**config.mk**
```make
export PLATFORM = sky130hd
export DESIGN_NAME = apu_top
export DESIGN_NICKNAME = d
export VERILOG_FILES = /design/src/rtl/apu_voice_pkg.sv /design/src/rtl/apu_reg_pkg.sv /design/src/rtl/apu_top.sv /design/src/rtl/apu_mixer.sv /design/src/rtl/pulse_voice.sv /design/src/rtl/frame_seq.sv /design/src/rtl/apu_regs.sv
export SDC_FILE = /design/constraint.sdc
export NUM_CORES = 1
export LEC_CHECK = 0
export BUFFER_PORTS_ARGS = -buffer_cell sky130_fd_sc_hd__buf_2
export CAP_MARGIN = 20
export CORE_MARGIN = 1
export CORE_UTILIZATION = 55
export DETAILED_ROUTE_END_ITERATION = 12
export PLACE_DENSITY_LB_ADDON = 0.05
export RECOVER_POWER = 50
export SLEW_MARGIN = 40
export SYNTH_ARGS = -nofsm -noshare
export SYNTH_HDL_FRONTEND = slang
export SYNTH_SLANG_ARGS = --single-unit
export TNS_END_PERCENT = 30
```
**constraint.sdc**
```tcl
create_clock -name clk -period 5.4 [get_ports clk]
set_clock_uncertainty 0.05 [all_clocks]
set_input_delay 1.08 -clock clk [delete_from_list [all_inputs] [get_ports clk]]
set_output_delay 1.08 -clock clk [all_outputs]
set_load 0.02 [all_outputs]
```
**src/rtl/apu_voice_pkg.sv**
```systemverilog
`default_nettype none

package apu_voice_pkg;

  typedef logic [3:0]  sample_t;
  typedef logic [10:0] freq_t;
  typedef logic [3:0]  vol_t;
  typedef logic [6:0]  len_t;
  typedef logic [8:0]  out_t;

  // per-voice fields pulled out of the NRx1..NRx4 registers
  typedef struct packed {
    logic [1:0] duty;
    logic [5:0] length_load;
    logic       length_en;
    vol_t       env_start;
    logic       env_dir;
    logic [2:0] env_period;
    freq_t      freq;
  } pulse_cfg_t;

  typedef struct packed {
    logic step;
    logic length;
    logic env;
  } seq_ticks_t;

  typedef struct packed {
    logic [7:0] pan;
    logic [2:0] vol_l;
    logic [2:0] vol_r;
  } mix_cfg_t;

  localparam freq_t      freq_max   = 11'd2047;
  localparam vol_t       vol_max    = 4'd15;
  localparam len_t       len_full   = 7'd64;
  localparam logic [1:0] step_phase = 2'd2;

endpackage

`default_nettype wire

```
**src/rtl/apu_reg_pkg.sv**
```systemverilog
`default_nettype none

package apu_reg_pkg;

  typedef logic [15:0] addr_t;
  typedef logic [7:0]  byte_t;

  // one cpu access per cycle
  typedef struct packed {
    addr_t addr;
    byte_t data;
    logic  read;
    logic  write;
  } bus_req_t;

  // ---------------------------------------------------------------------
  // register map
  localparam addr_t addr_nr10 = 16'hFF10;
  localparam addr_t addr_nr11 = 16'hFF11;
  localparam addr_t addr_nr12 = 16'hFF12;
  localparam addr_t addr_nr13 = 16'hFF13;
  localparam addr_t addr_nr14 = 16'hFF14;
  localparam addr_t addr_nr20 = 16'hFF15;
  localparam addr_t addr_nr21 = 16'hFF16;
  localparam addr_t addr_nr22 = 16'hFF17;
  localparam addr_t addr_nr23 = 16'hFF18;
  localparam addr_t addr_nr24 = 16'hFF19;
  localparam addr_t addr_nr50 = 16'hFF24;
  localparam addr_t addr_nr51 = 16'hFF25;
  localparam addr_t addr_nr52 = 16'hFF26;

  // bits that always read as 1
  localparam byte_t rd_mask_nr10 = 8'hFF;
  localparam byte_t rd_mask_nr11 = 8'h3F;
  localparam byte_t rd_mask_nr12 = 8'h00;
  localparam byte_t rd_mask_nr13 = 8'hFF;
  localparam byte_t rd_mask_nr14 = 8'hBF;
  localparam byte_t rd_mask_nr20 = 8'hFF;
  localparam byte_t rd_mask_nr21 = 8'h3F;
  localparam byte_t rd_mask_nr22 = 8'h00;
  localparam byte_t rd_mask_nr23 = 8'hFF;
  localparam byte_t rd_mask_nr24 = 8'hBF;
  localparam byte_t rd_mask_nr50 = 8'h00;
  localparam byte_t rd_mask_nr51 = 8'h00;

  localparam byte_t wr_mask_nr14 = 8'h38;
  localparam byte_t wr_mask_nr24 = 8'h38;
  localparam byte_t wr_mask_nr52 = 8'h70;

  // power-up contents
  localparam byte_t rst_nr11 = 8'hBF;
  localparam byte_t rst_nr12 = 8'hF3;
  localparam byte_t rst_nr13 = 8'hFF;
  localparam byte_t rst_nr14 = 8'hBF;
  localparam byte_t rst_nr21 = 8'h3F;
  localparam byte_t rst_nr22 = 8'h00;
  localparam byte_t rst_nr23 = 8'hFF;
  localparam byte_t rst_nr24 = 8'hBF;
  localparam byte_t rst_nr50 = 8'h77;
  localparam byte_t rst_nr51 = 8'hF3;
  localparam byte_t rst_nr52 = 8'hF1;

endpackage

`default_nettype wire
```
**src/rtl/apu_top.sv**
```systemverilog
`timescale 1ns/1ns
`default_nettype none

module apu_top (
  input  logic                  clk,
  input  logic                  rst,
  input  logic [1:0]            tphase,
  input  apu_reg_pkg::bus_req_t bus,
  output apu_reg_pkg::byte_t    bus_out,
  output logic                  bus_oe,
  output apu_voice_pkg::out_t   out_r,
  output apu_voice_pkg::out_t   out_l
);
  import apu_voice_pkg::*;

  pulse_cfg_t cfg1;
  pulse_cfg_t cfg2;
  mix_cfg_t   mix;
  seq_ticks_t ticks;
  sample_t    s1;
  sample_t    s2;
  logic       en1;
  logic       en2;
  logic       power_on;
  logic       trig1;
  logic       trig2;
  logic       power_clr;

  apu_regs u_regs (
    .clk       (clk),
    .rst       (rst),
    .bus       (bus),
    .en1       (en1),
    .en2       (en2),
    .bus_out   (bus_out),
    .bus_oe    (bus_oe),
    .cfg1      (cfg1),
    .cfg2      (cfg2),
    .mix       (mix),
    .power_on  (power_on),
    .trig1     (trig1),
    .trig2     (trig2),
    .power_clr (power_clr)
  );

  frame_seq u_seq (
    .clk      (clk),
    .rst      (rst),
    .tphase   (tphase),
    .power_on (power_on),
    .ticks    (ticks)
  );

  pulse_voice u_voice1 (
    .clk    (clk),
    .rst    (rst),
    .cfg    (cfg1),
    .trig   (trig1),
    .clr    (power_clr),
    .ticks  (ticks),
    .sample (s1),
    .en     (en1)
  );

  pulse_voice u_voice2 (
    .clk    (clk),
    .rst    (rst),
    .cfg    (cfg2),
    .trig   (trig2),
    .clr    (power_clr),
    .ticks  (ticks),
    .sample (s2),
    .en     (en2)
  );

  apu_mixer u_mixer (
    .clk      (clk),
    .rst      (rst),
    .power_on (power_on),
    .mix      (mix),
    .step     (ticks.step),
    .s1       (s1),
    .s2       (s2),
    .out_r    (out_r),
    .out_l    (out_l)
  );

endmodule

`default_nettype wire

```
**src/rtl/apu_mixer.sv**
```systemverilog
`timescale 1ns/1ns
`default_nettype none

module apu_mixer (
  input  logic                    clk,
  input  logic                    rst,
  input  logic                    power_on,
  input  apu_voice_pkg::mix_cfg_t mix,
  input  logic                    step,
  input  apu_voice_pkg::sample_t  s1,
  input  apu_voice_pkg::sample_t  s2,
  output apu_voice_pkg::out_t     out_r,
  output apu_voice_pkg::out_t     out_l
);
  import apu_voice_pkg::*;

  out_t sum_r;
  out_t sum_l;
  out_t gain_r;
  out_t gain_l;

  // pan bits 0/1 right, 4/5 left
  always_comb begin
    sum_r = '0;
    sum_l = '0;
    if (mix.pan[0]) sum_r = sum_r + out_t'(s1);
    if (mix.pan[1]) sum_r = sum_r + out_t'(s2);
    if (mix.pan[4]) sum_l = sum_l + out_t'(s1);
    if (mix.pan[5]) sum_l = sum_l + out_t'(s2);
    gain_r = out_t'(mix.vol_r) + 9'd1;
    gain_l = out_t'(mix.vol_l) + 9'd1;
  end

  // max 30 * 8 = 240, fits in 9 bits
  always_ff @(posedge clk) begin
    if (rst || !power_on) begin
      out_r <= '0;
      out_l <= '0;
    end else if (step) begin
      out_r <= sum_r * gain_r;
      out_l <= sum_l * gain_l;
    end
  end

endmodule

`default_nettype wire

```
**src/rtl/pulse_voice.sv**
```systemverilog
`timescale 1ns/1ns
`default_nettype none

module pulse_voice (
  input  logic                      clk,
  input  logic                      rst,
  input  apu_voice_pkg::pulse_cfg_t cfg,
  input  logic                      trig,
  input  logic                      clr,
  input  apu_voice_pkg::seq_ticks_t ticks,
  output apu_voice_pkg::sample_t    sample,
  output logic                      en
);
  import apu_voice_pkg::*;

  freq_t      timer;
  logic [2:0] phase;
  len_t       len_cnt;
  len_t       len_next;
  vol_t       env_cnt;
  logic [2:0] env_clk;
  vol_t       volume;
  logic [2:0] duty_th;

  always_comb begin
    len_next = (len_cnt != '0) ? len_cnt - len_t'(1) : '0;
    // counter runs upward and the direction flips it into volume
    volume   = cfg.env_dir ? env_cnt : (vol_max ^ env_cnt);
    case (cfg.duty)
      2'd0:    duty_th = 3'd1;
      2'd1:    duty_th = 3'd2;
      2'd2:    duty_th = 3'd4;
      default: duty_th = 3'd6;
    endcase
  end

  always_ff @(posedge clk) begin
    if (rst || clr) begin
      en      <= 1'b0;
      timer   <= freq_max;
      phase   <= '0;
      len_cnt <= '0;
      env_cnt <= '0;
      env_clk <= '0;
      sample  <= '0;
    end else if (trig) begin
      // dac off when NRx2 bits 7..3 are all clear
      en      <= ({cfg.env_start, cfg.env_dir} != 5'd0);
      timer   <= freq_max ^ cfg.freq;
      phase   <= '0;
      len_cnt <= len_full - len_t'(cfg.length_load);
      env_cnt <= cfg.env_dir ? cfg.env_start : (vol_max ^ cfg.env_start);
      env_clk <= cfg.env_period;
    end else if (ticks.step) begin
      // -----------------------------------------------------------------
      // frequency timer
      if (timer == '0) begin
        timer <= freq_max ^ cfg.freq;
        phase <= phase + 3'd1;
      end else begin
        timer <= timer - freq_t'(1);
      end

      // length counter
      if (ticks.length && cfg.length_en) begin
        len_cnt <= len_next;
        if (len_next == '0) begin
          en <= 1'b0;
        end
      end

      // envelope is frozen by period 0
      if (ticks.env && (cfg.env_period != 3'd0)) begin
        if (env_clk > 3'd1) begin
          env_clk <= env_clk - 3'd1;
        end else begin
          env_clk <= cfg.env_period;
          if (env_cnt < vol_max) begin
            env_cnt <= env_cnt + vol_t'(1);
          end
        end
      end

      sample <= (en && (phase < duty_th)) ? volume : '0;
    end
  end

  clr_kills_voice: assert property (@(posedge clk) disable iff (rst) clr |=> !en);

endmodule

`default_nettype wire

```
**src/rtl/frame_seq.sv**
```systemverilog
`timescale 1ns/1ns
`default_nettype none

module frame_seq (
  input  logic                      clk,
  input  logic                      rst,
  input  logic [1:0]                tphase,
  input  logic                      power_on,
  output apu_voice_pkg::seq_ticks_t ticks
);
  import apu_voice_pkg::*;

  logic [13:0] cnt;
  logic [13:0] cnt_next;

  assign cnt_next = cnt + 14'd1;

  // length every 4096 steps, envelope once per wrap
  always_comb begin
    ticks.step   = power_on && (tphase == step_phase);
    ticks.length = ticks.step && (cnt_next[11:0] == 12'd0);
    ticks.env    = ticks.step && (cnt_next == 14'b11_1000_0000_0000);
  end

  always_ff @(posedge clk) begin
    if (rst || !power_on) begin
      cnt <= '0;
    end else if (ticks.step) begin
      cnt <= cnt_next;
    end
  end

  ticks_on_step: assert property (@(posedge clk) disable iff (rst)
    (ticks.length || ticks.env) |-> ticks.step);

endmodule

`default_nettype wire

```
**src/rtl/apu_regs.sv**
```systemverilog
`timescale 1ns/1ns
`default_nettype none

module apu_regs (
  input  logic                      clk,
  input  logic                      rst,
  input  apu_reg_pkg::bus_req_t     bus,
  input  logic                      en1,
  input  logic                      en2,
  output apu_reg_pkg::byte_t        bus_out,
  output logic                      bus_oe,
  output apu_voice_pkg::pulse_cfg_t cfg1,
  output apu_voice_pkg::pulse_cfg_t cfg2,
  output apu_voice_pkg::mix_cfg_t   mix,
  output logic                      power_on,
  output logic                      trig1,
  output logic                      trig2,
  output logic                      power_clr
);
  import apu_reg_pkg::*;

  byte_t nr11, nr12, nr13, nr14;
  byte_t nr21, nr22, nr23, nr24;
  byte_t nr50, nr51, nr52;
  logic  wr_nr52;
  logic  power_off_wr;
  logic  wr_ok;

  assign power_on     = nr52[7];
  assign wr_nr52      = bus.write && (bus.addr == addr_nr52);
  assign power_off_wr = wr_nr52 && !bus.data[7];
  // everything but NR52 is locked while powered down
  assign wr_ok        = bus.write && power_on && !wr_nr52;

  // ---------------------------------------------------------------------
  // write side
  always_ff @(posedge clk) begin
    if (rst || power_off_wr) begin
      nr11 <= rst_nr11;
      nr12 <= rst_nr12;
      nr13 <= rst_nr13;
      nr14 <= rst_nr14;
      nr21 <= rst_nr21;
      nr22 <= rst_nr22;
      nr23 <= rst_nr23;
      nr24 <= rst_nr24;
      nr50 <= rst_nr50;
      nr51 <= rst_nr51;
    end else if (wr_ok) begin
      case (bus.addr)
        addr_nr11: nr11 <= bus.data;
        addr_nr12: nr12 <= bus.data;
        addr_nr13: nr13 <= bus.data;
        addr_nr14: nr14 <= bus.data | wr_mask_nr14;
        addr_nr21: nr21 <= bus.data;
        addr_nr22: nr22 <= bus.data;
        addr_nr23: nr23 <= bus.data;
        addr_nr24: nr24 <= bus.data | wr_mask_nr24;
        addr_nr50: nr50 <= bus.data;
        addr_nr51: nr51 <= bus.data;
        default: ;
      endcase
    end
  end

  always_ff @(posedge clk) begin
    if (rst) begin
      nr52      <= rst_nr52;
      trig1     <= 1'b0;
      trig2     <= 1'b0;
      power_clr <= 1'b0;
    end else begin
      if (wr_nr52) begin
        nr52 <= bus.data | wr_mask_nr52;
      end
      trig1     <= wr_ok && (bus.addr == addr_nr14) && bus.data[7];
      trig2     <= wr_ok && (bus.addr == addr_nr24) && bus.data[7];
      power_clr <= power_off_wr;
    end
  end

  // ---------------------------------------------------------------------
  // read side, one cycle behind the strobe
  always_ff @(posedge clk) begin
    if (rst) begin
      bus_out <= '0;
      bus_oe  <= 1'b0;
    end else begin
      bus_out <= '0;
      bus_oe  <= bus.read;
      if (bus.read) begin
        case (bus.addr)
          addr_nr10: bus_out <= rd_mask_nr10;
          addr_nr11: bus_out <= nr11 | rd_mask_nr11;
          addr_nr12: bus_out <= nr12 | rd_mask_nr12;
          addr_nr13: bus_out <= nr13 | rd_mask_nr13;
          addr_nr14: bus_out <= nr14 | rd_mask_nr14;
          addr_nr20: bus_out <= rd_mask_nr20;
          addr_nr21: bus_out <= nr21 | rd_mask_nr21;
          addr_nr22: bus_out <= nr22 | rd_mask_nr22;
          addr_nr23: bus_out <= nr23 | rd_mask_nr23;
          addr_nr24: bus_out <= nr24 | rd_mask_nr24;
          addr_nr50: bus_out <= nr50 | rd_mask_nr50;
          addr_nr51: bus_out <= nr51 | rd_mask_nr51;
          addr_nr52: bus_out <= (nr52 & 8'h80) | wr_mask_nr52 | {6'b0, en2, en1};
          default: bus_oe <= 1'b0;
        endcase
      end
    end
  end

  // ---------------------------------------------------------------------
  // field extraction
  always_comb begin
    cfg1.duty        = nr11[7:6];
    cfg1.length_load = nr11[5:0];
    cfg1.length_en   = nr14[6];
    cfg1.env_start   = nr12[7:4];
    cfg1.env_dir     = nr12[3];
    cfg1.env_period  = nr12[2:0];
    cfg1.freq        = {nr14[2:0], nr13};

    cfg2.duty        = nr21[7:6];
    cfg2.length_load = nr21[5:0];
    cfg2.length_en   = nr24[6];
    cfg2.env_start   = nr22[7:4];
    cfg2.env_dir     = nr22[3];
    cfg2.env_period  = nr22[2:0];
    cfg2.freq        = {nr24[2:0], nr23};

    mix.pan   = nr51;
    mix.vol_l = nr50[6:4];
    mix.vol_r = nr50[2:0];
  end

  // a trigger can only come out of an accepted write
  trig_needs_power: assert property (@(posedge clk) disable iff (rst) trig1 |-> power_on);

endmodule

`default_nettype wire

```
Yosys cells after proc, flatten, opt, wreduce, memory -nomap -nowiden
Index checks and enable logic that the tools add are counted.
{ "op_classes": {"n_lt_le_gt_ge": 6, "addsub": 17, "reduce_logical": 73, "multipliers": 2, "n_eq_ne": 21, "n_mux": 54, "bitwise": 10} }
{ "op_table": {"columns": ["op", "count"], "rows": [
  ["16-bit == test, second input constant", 13],
  ["8-bit one-hot mux with 10 select lines", 1],
  ["4-bit two-way mux", 18],
  ["11-bit two-way mux", 6],
  ["7-bit two-way mux", 8],
  ["2-bit AND reduction", 18],
  ["3-bit two-way mux", 8],
  ["11-bit logical NOT", 2],
  ["11-bit NOT", 2],
  ["11-bit by 1-bit subtractor with 11-bit output, second input constant", 2],
  ["2-bit nonzero test", 10],
  ["9-bit by 9-bit multiplier with 9-bit output", 2],
  ["9-bit two-way mux", 2],
  ["3-bit one-hot mux with 3 select lines", 2],
  ["1-bit logical AND", 17],
  ["4-bit NOT", 4],
  ["14-bit by 1-bit adder with 14-bit output, second input constant", 1],
  ["14-bit == test, second input constant", 1],
  ["7-bit logical NOT", 2],
  ["7-bit nonzero test", 2],
  ["7-bit by 1-bit subtractor with 7-bit output, second input constant", 2],
  ["7-bit by 6-bit subtractor with 7-bit output, first input constant", 2],
  ["13-bit OR reduction", 1],
  ["12-bit logical NOT", 1],
  ["23 further kinds", 56]
]} }
{ "word_totals": {"elab_cells": 216, "reg_bits": 187, "in_bits": 30, "output_inout_bits": 27} }

Longest topological paths before layout
{ "logic_depth": {"depth_word": 7, "ltp_mapped": 21, "depth_no_buf": 21} }

Modules after synthesis
From an unflattened synthesis, not the netlist that was laid out.
{ "unflattened": {"cells_unflattened": 1305, "area_unflattened_um2": 11382.2} }
{ "modules_own_cells": {"columns": ["mod", "seq_area_each_um2", "cells_per_inst", "area_per_inst_um2", "n_inst"], "rows": [
  ["apu_regs", 1701.6, 375, 3752.3, 1],
  ["apu_mixer", 360.3, 286, 2343.5, 1],
  ["pulse_voice (u_voice2)", 660.6, 269, 2245.9, 1],
  ["pulse_voice (u_voice1)", 660.6, 274, 2232.1, 1],
  ["frame_seq", 280.3, 101, 808.3, 1]
]} }

Worst setup path after synthesis
OpenSTA, ideal clock, no wires.
{ "synth_timing": {"path_kind": "flip-flop to flip-flop", "from": "register u_regs.nr51[4]", "to": "register u_mixer.out_l[8]", "path_buffers": 0, "setup_ns": 0.122, "required_ns": 5.228, "stages_incl_launch_ff": 20, "arrival_time_ns": 3.876, "path_slack_ns": 1.352, "path_cell_list": "dfxtp_1 > nand2_1 > inv_1 > ha_1 > inv_1 > fa_1 > xnor2_1 > nand2_1 > xor2_1 > nand2_1 > fa_1 > fa_1 > inv_1 > fa_1 > a21o_1 > a21oi_1 > o21bai_1 > a21oi_1 > xor2_1 > o21ai_0"} }
{ "synth_between": {"elab_chain_cells": 4} }
{ "synth_lines": {"columns": ["element", "line", "rtl"], "rows": [
  ["from (decl)", "apu_regs.sv:24", "byte_t nr50, nr51, nr52;"],
  ["from (signal assigned)", "apu_regs.sv:48", "nr51 <= rst_nr51;"],
  ["from (signal assigned)", "apu_regs.sv:60", "addr_nr51: nr51 <= bus.data;"],
  ["4-bit two-way mux (*)", "apu_mixer.sv:28", "if (mix.pan[4]) sum_l = sum_l + out_t'(s1);"],
  ["4-bit by 4-bit adder with 5-bit output", "apu_mixer.sv:29", "if (mix.pan[5]) sum_l = sum_l + out_t'(s2);"],
  ["9-bit two-way mux (*)", "apu_mixer.sv:29", null],
  ["9-bit by 9-bit multiplier with 9-bit output (*)", "apu_mixer.sv:41", "out_l <= sum_l * gain_l;"],
  ["to (signal assigned)", "apu_mixer.sv:41", null],
  ["to (decl)", "apu_mixer.sv:13", "output apu_voice_pkg::out_t out_l"]
]} }
Mark *: on every way between the ends. The rest lies on a longest branch, timed or not.
A chain may end at the register's enable or synchronous reset.

Worst setup path in the final report
Same ends and word-level chain as after synthesis.

==> metrics.csv <==
metric;value;unit
outcome;complete, but fails checks;
violated checks;capacitance limit, slew limit;
post-cts sizing count;0;
Post-Syn Nets;1412;
# clock sinks;183;
GR Layer Usage met1;37.7;%
CP Data Arrival Time;4.57;ns
RSZ-0062 raised after global routing;false;
final hold slack;0.401;ns
CTS tree;built;
global-route wire length before repair;43800;um
initial DRC count;563;
nets@finish;1421;
worst slew pin tran;1.96;ns
maximum fanout along the worst path;6;
final period utilization;80.0;%
Vias;9244;
fin crit period;4.32;ns
core box area;18700;um2
most frequent cells in the layout;nand2_1, dfxtp_1, nor2_1;
cells taking the most area after synthesis;dfxtp_1, nand2_1, ha_1;
Req. time, crit path;5.66;ns
Initial Utilization;56.3;%
met3 Usage GRT;3.38;%
Filler Cells Inserted;1727;
total power;0.00266;W
Ports;57;
maximum VDD drop;0.202;mV
DR WL/cell;17.4;um
Final Hold Viols;0;
mapped cell area;10500;um2
number of diodes;0;
global-route usage over all layers;28.3;%
Avg Inst Size Synth;8.02;um2
flop and latch count out of synthesis;183;
Die X;140;um
Synth Instances;1313;
Synth async-reset ratio;0;%
Top Usage Layer GRT;met2;
GPL Wtd Cong;0.910;
Layout area overhead;7.72;%
H-tree Lvls;4;
Slew headroom;-30.7;%
drt first pass iters;5;
area share of the largest cell type after synthesis;34.8;%
die height;140;um
Netlist cell types;76;
kind of critical path;reg2reg;
Cells after DPL;1536;
element type at the critical path start;flop;
Bufs on Longest Clock Path;2;
Post-route DRC;0;
final slew viol count;34;
final setup TNS;0;ns
met2 Usage GRT;48.0;%
layout cells sized above 1;6.00;%
crit end category;flop;
Reg2Reg Depth;19;
EDFF count, synth;0;
leakage power;4.50;nW
die area;19700;um2
largest net degree at the start of global routing;40;
insertion delay to the later sink of the worst-skew pair;0.44;ns
Post-CTS Repair Setup Buffers;0;
Hold-fix buffers, CTS;0;
drt via density;5.90;
register area share after synthesis;34.8;%
initial antenna violation count;0;
final setup vio count;0;
Root Driver;clkbuf_16;
commonest non-fill, non-tap cell in the layout;nand2_1;
IO Port Bufs;56;
worst hold path depth;2;
final std cells w/o fill;1568;
GRT overflow;0;
worst min path class;reg2reg;
Final Util;60.6;%
vias in the first global route;8540;
Inserted Clock Buffers;17;
Detail Route Antenna Nets;0;
post-DP HPWL;19400;um
maximum clock frequency;232;MHz
power density cells;234;nW/um2
Post-synth top flop;dfxtp_1;
Rows;50;
Synth Warn #;0;
final WL;27200;um
maxcap violations;1;
Worst-path clk slew;0.07;ns
largest area contributor in the netlist;dfxtp_1;
==> path summary, 6_finish.rpt <==
kind / startpoint / to / slack, ns
setup / recovery: u_regs.nr51[4]$_SDFFE_PP1P_ / u_mixer.out_l[8]$_SDFFE_PP0P_ / 1.08
hold / removal: u_mixer.out_r[5]$_SDFFE_PP0P_ / u_mixer.out_r[5]$_SDFFE_PP0P_ / 0.40
setup reg to reg: u_regs.nr51[4]$_SDFFE_PP1P_ / u_mixer.out_l[8]$_SDFFE_PP0P_ / 1.08
hold reg to reg: u_mixer.out_r[5]$_SDFFE_PP0P_ / u_mixer.out_r[5]$_SDFFE_PP0P_ / 0.40
==> cells by family (layout without fill, tap and decap cells) <==
family	after synthesis	in the layout	synth area share, %
AND/OR/NAND/NOR	549	549	24.7
AO/OA/AOI/OAI	252	252	15.1
flip-flops	183	183	34.8
buffers and inverters	135	156	5.13
adder cells (fa/ha/maj)	72	72	9.48
XOR/XNOR	71	71	5.91
multiplexers	51	51	4.90
==> per-layer routing <==
metal,routed length (um),vias up
li1,-,4575
met1,12900,4405
met2,12800,239
met3,1140,25
met4,407,0
met5,0,-
==> final cells by class <==
class | count | area, um2 | share of cell area [%]
well taps | 234 | 293 | 2.58
inverters | 60 | 225 | 1.99
repair buffers | 65 | 297 | 2.61
multi-input cells | 995 | 6320 | 55.7
clock buffers | 19 | 433 | 3.82
flip-flops and latches | 183 | 3660 | 32.3
clock inverters | 12 | 111 | 0.982
==> synthesized netlist by cell type, drive strengths merged, types with 12 or more instances <==
cell type,number
xnor2,40
nor3,28
and2,14
nor2b,16
fa,14
and3,14
nand4,14
ha,55
o211ai,15
mux2i,47
o21ai,44
o22ai,17
a211oi,13
dfxtp,183
clkbuf,59
or3,12
xor2,31
nand2,215
a21oi,90
inv,60
nor2,123
nand3,49
buf,16
nand2b,14
==> per-stage QoR <==
step / area [um2] / setup WS (ns)
4_1_cts: 11400 / 1.07
2_1_floorplan: 10500 / 1.35
3_5_place_dp: 10900 / 1.08
5_1_grt: 11300 / 0.768
3_3_place_gp: 10900 / 1.19
6_report: 11300 / 1.08
==> worst max-delay path, cell delays in order (launching register included) <==
cell and delay [ns]:
dfxtp_1 0.41, nand2_1 0.09, inv_1 0.06, ha_1 0.15, inv_1 0.05, fa_1 0.41, xnor2_1 0.15, nand2_1 0.11
xor2_1 0.23, nand2_1 0.09, fa_1 0.47, fa_1 0.54, inv_1 0.06, fa_1 0.45, a21o_1 0.17, a21oi_1 0.22
o21bai_1 0.09, a21oi_1 0.17, xor2_1 0.15, o21ai_0 0.08
==> state kept, by name, indices dropped and copies added (netlist names), 4 cells and up <==
signal and cells:
u_mixer.out_l 9, u_mixer.out_r 9, u_regs.bus_out 8, u_regs.nr11 8
u_regs.nr12 8, u_regs.nr13 8, u_regs.nr14 4, u_regs.nr21 8
u_regs.nr22 8, u_regs.nr23 8, u_regs.nr24 4, u_regs.nr50 8
u_regs.nr51 8, u_seq.cnt 14, u_voice1.env_cnt 4, u_voice1.len_cnt 7
u_voice1.sample 4, u_voice1.timer 11, u_voice2.env_cnt 4, u_voice2.len_cnt 7
u_voice2.sample 4, u_voice2.timer 11
==> report_power, final <==
group | switching (W) | leakage (nW) | internal, W | total, W
clock | 0.000581 | 0.258 | 0.000605 | 0.00119
sequential | 0.00000496 | 1.48 | 0.00135 | 0.00136
combinational | 0.0000843 | 2.77 | 0.0000283 | 0.000113
total | 0.000671 | 4.50 | 0.00199 | 0.00266
No activity file was read; power rests on OpenSTA's default activity.
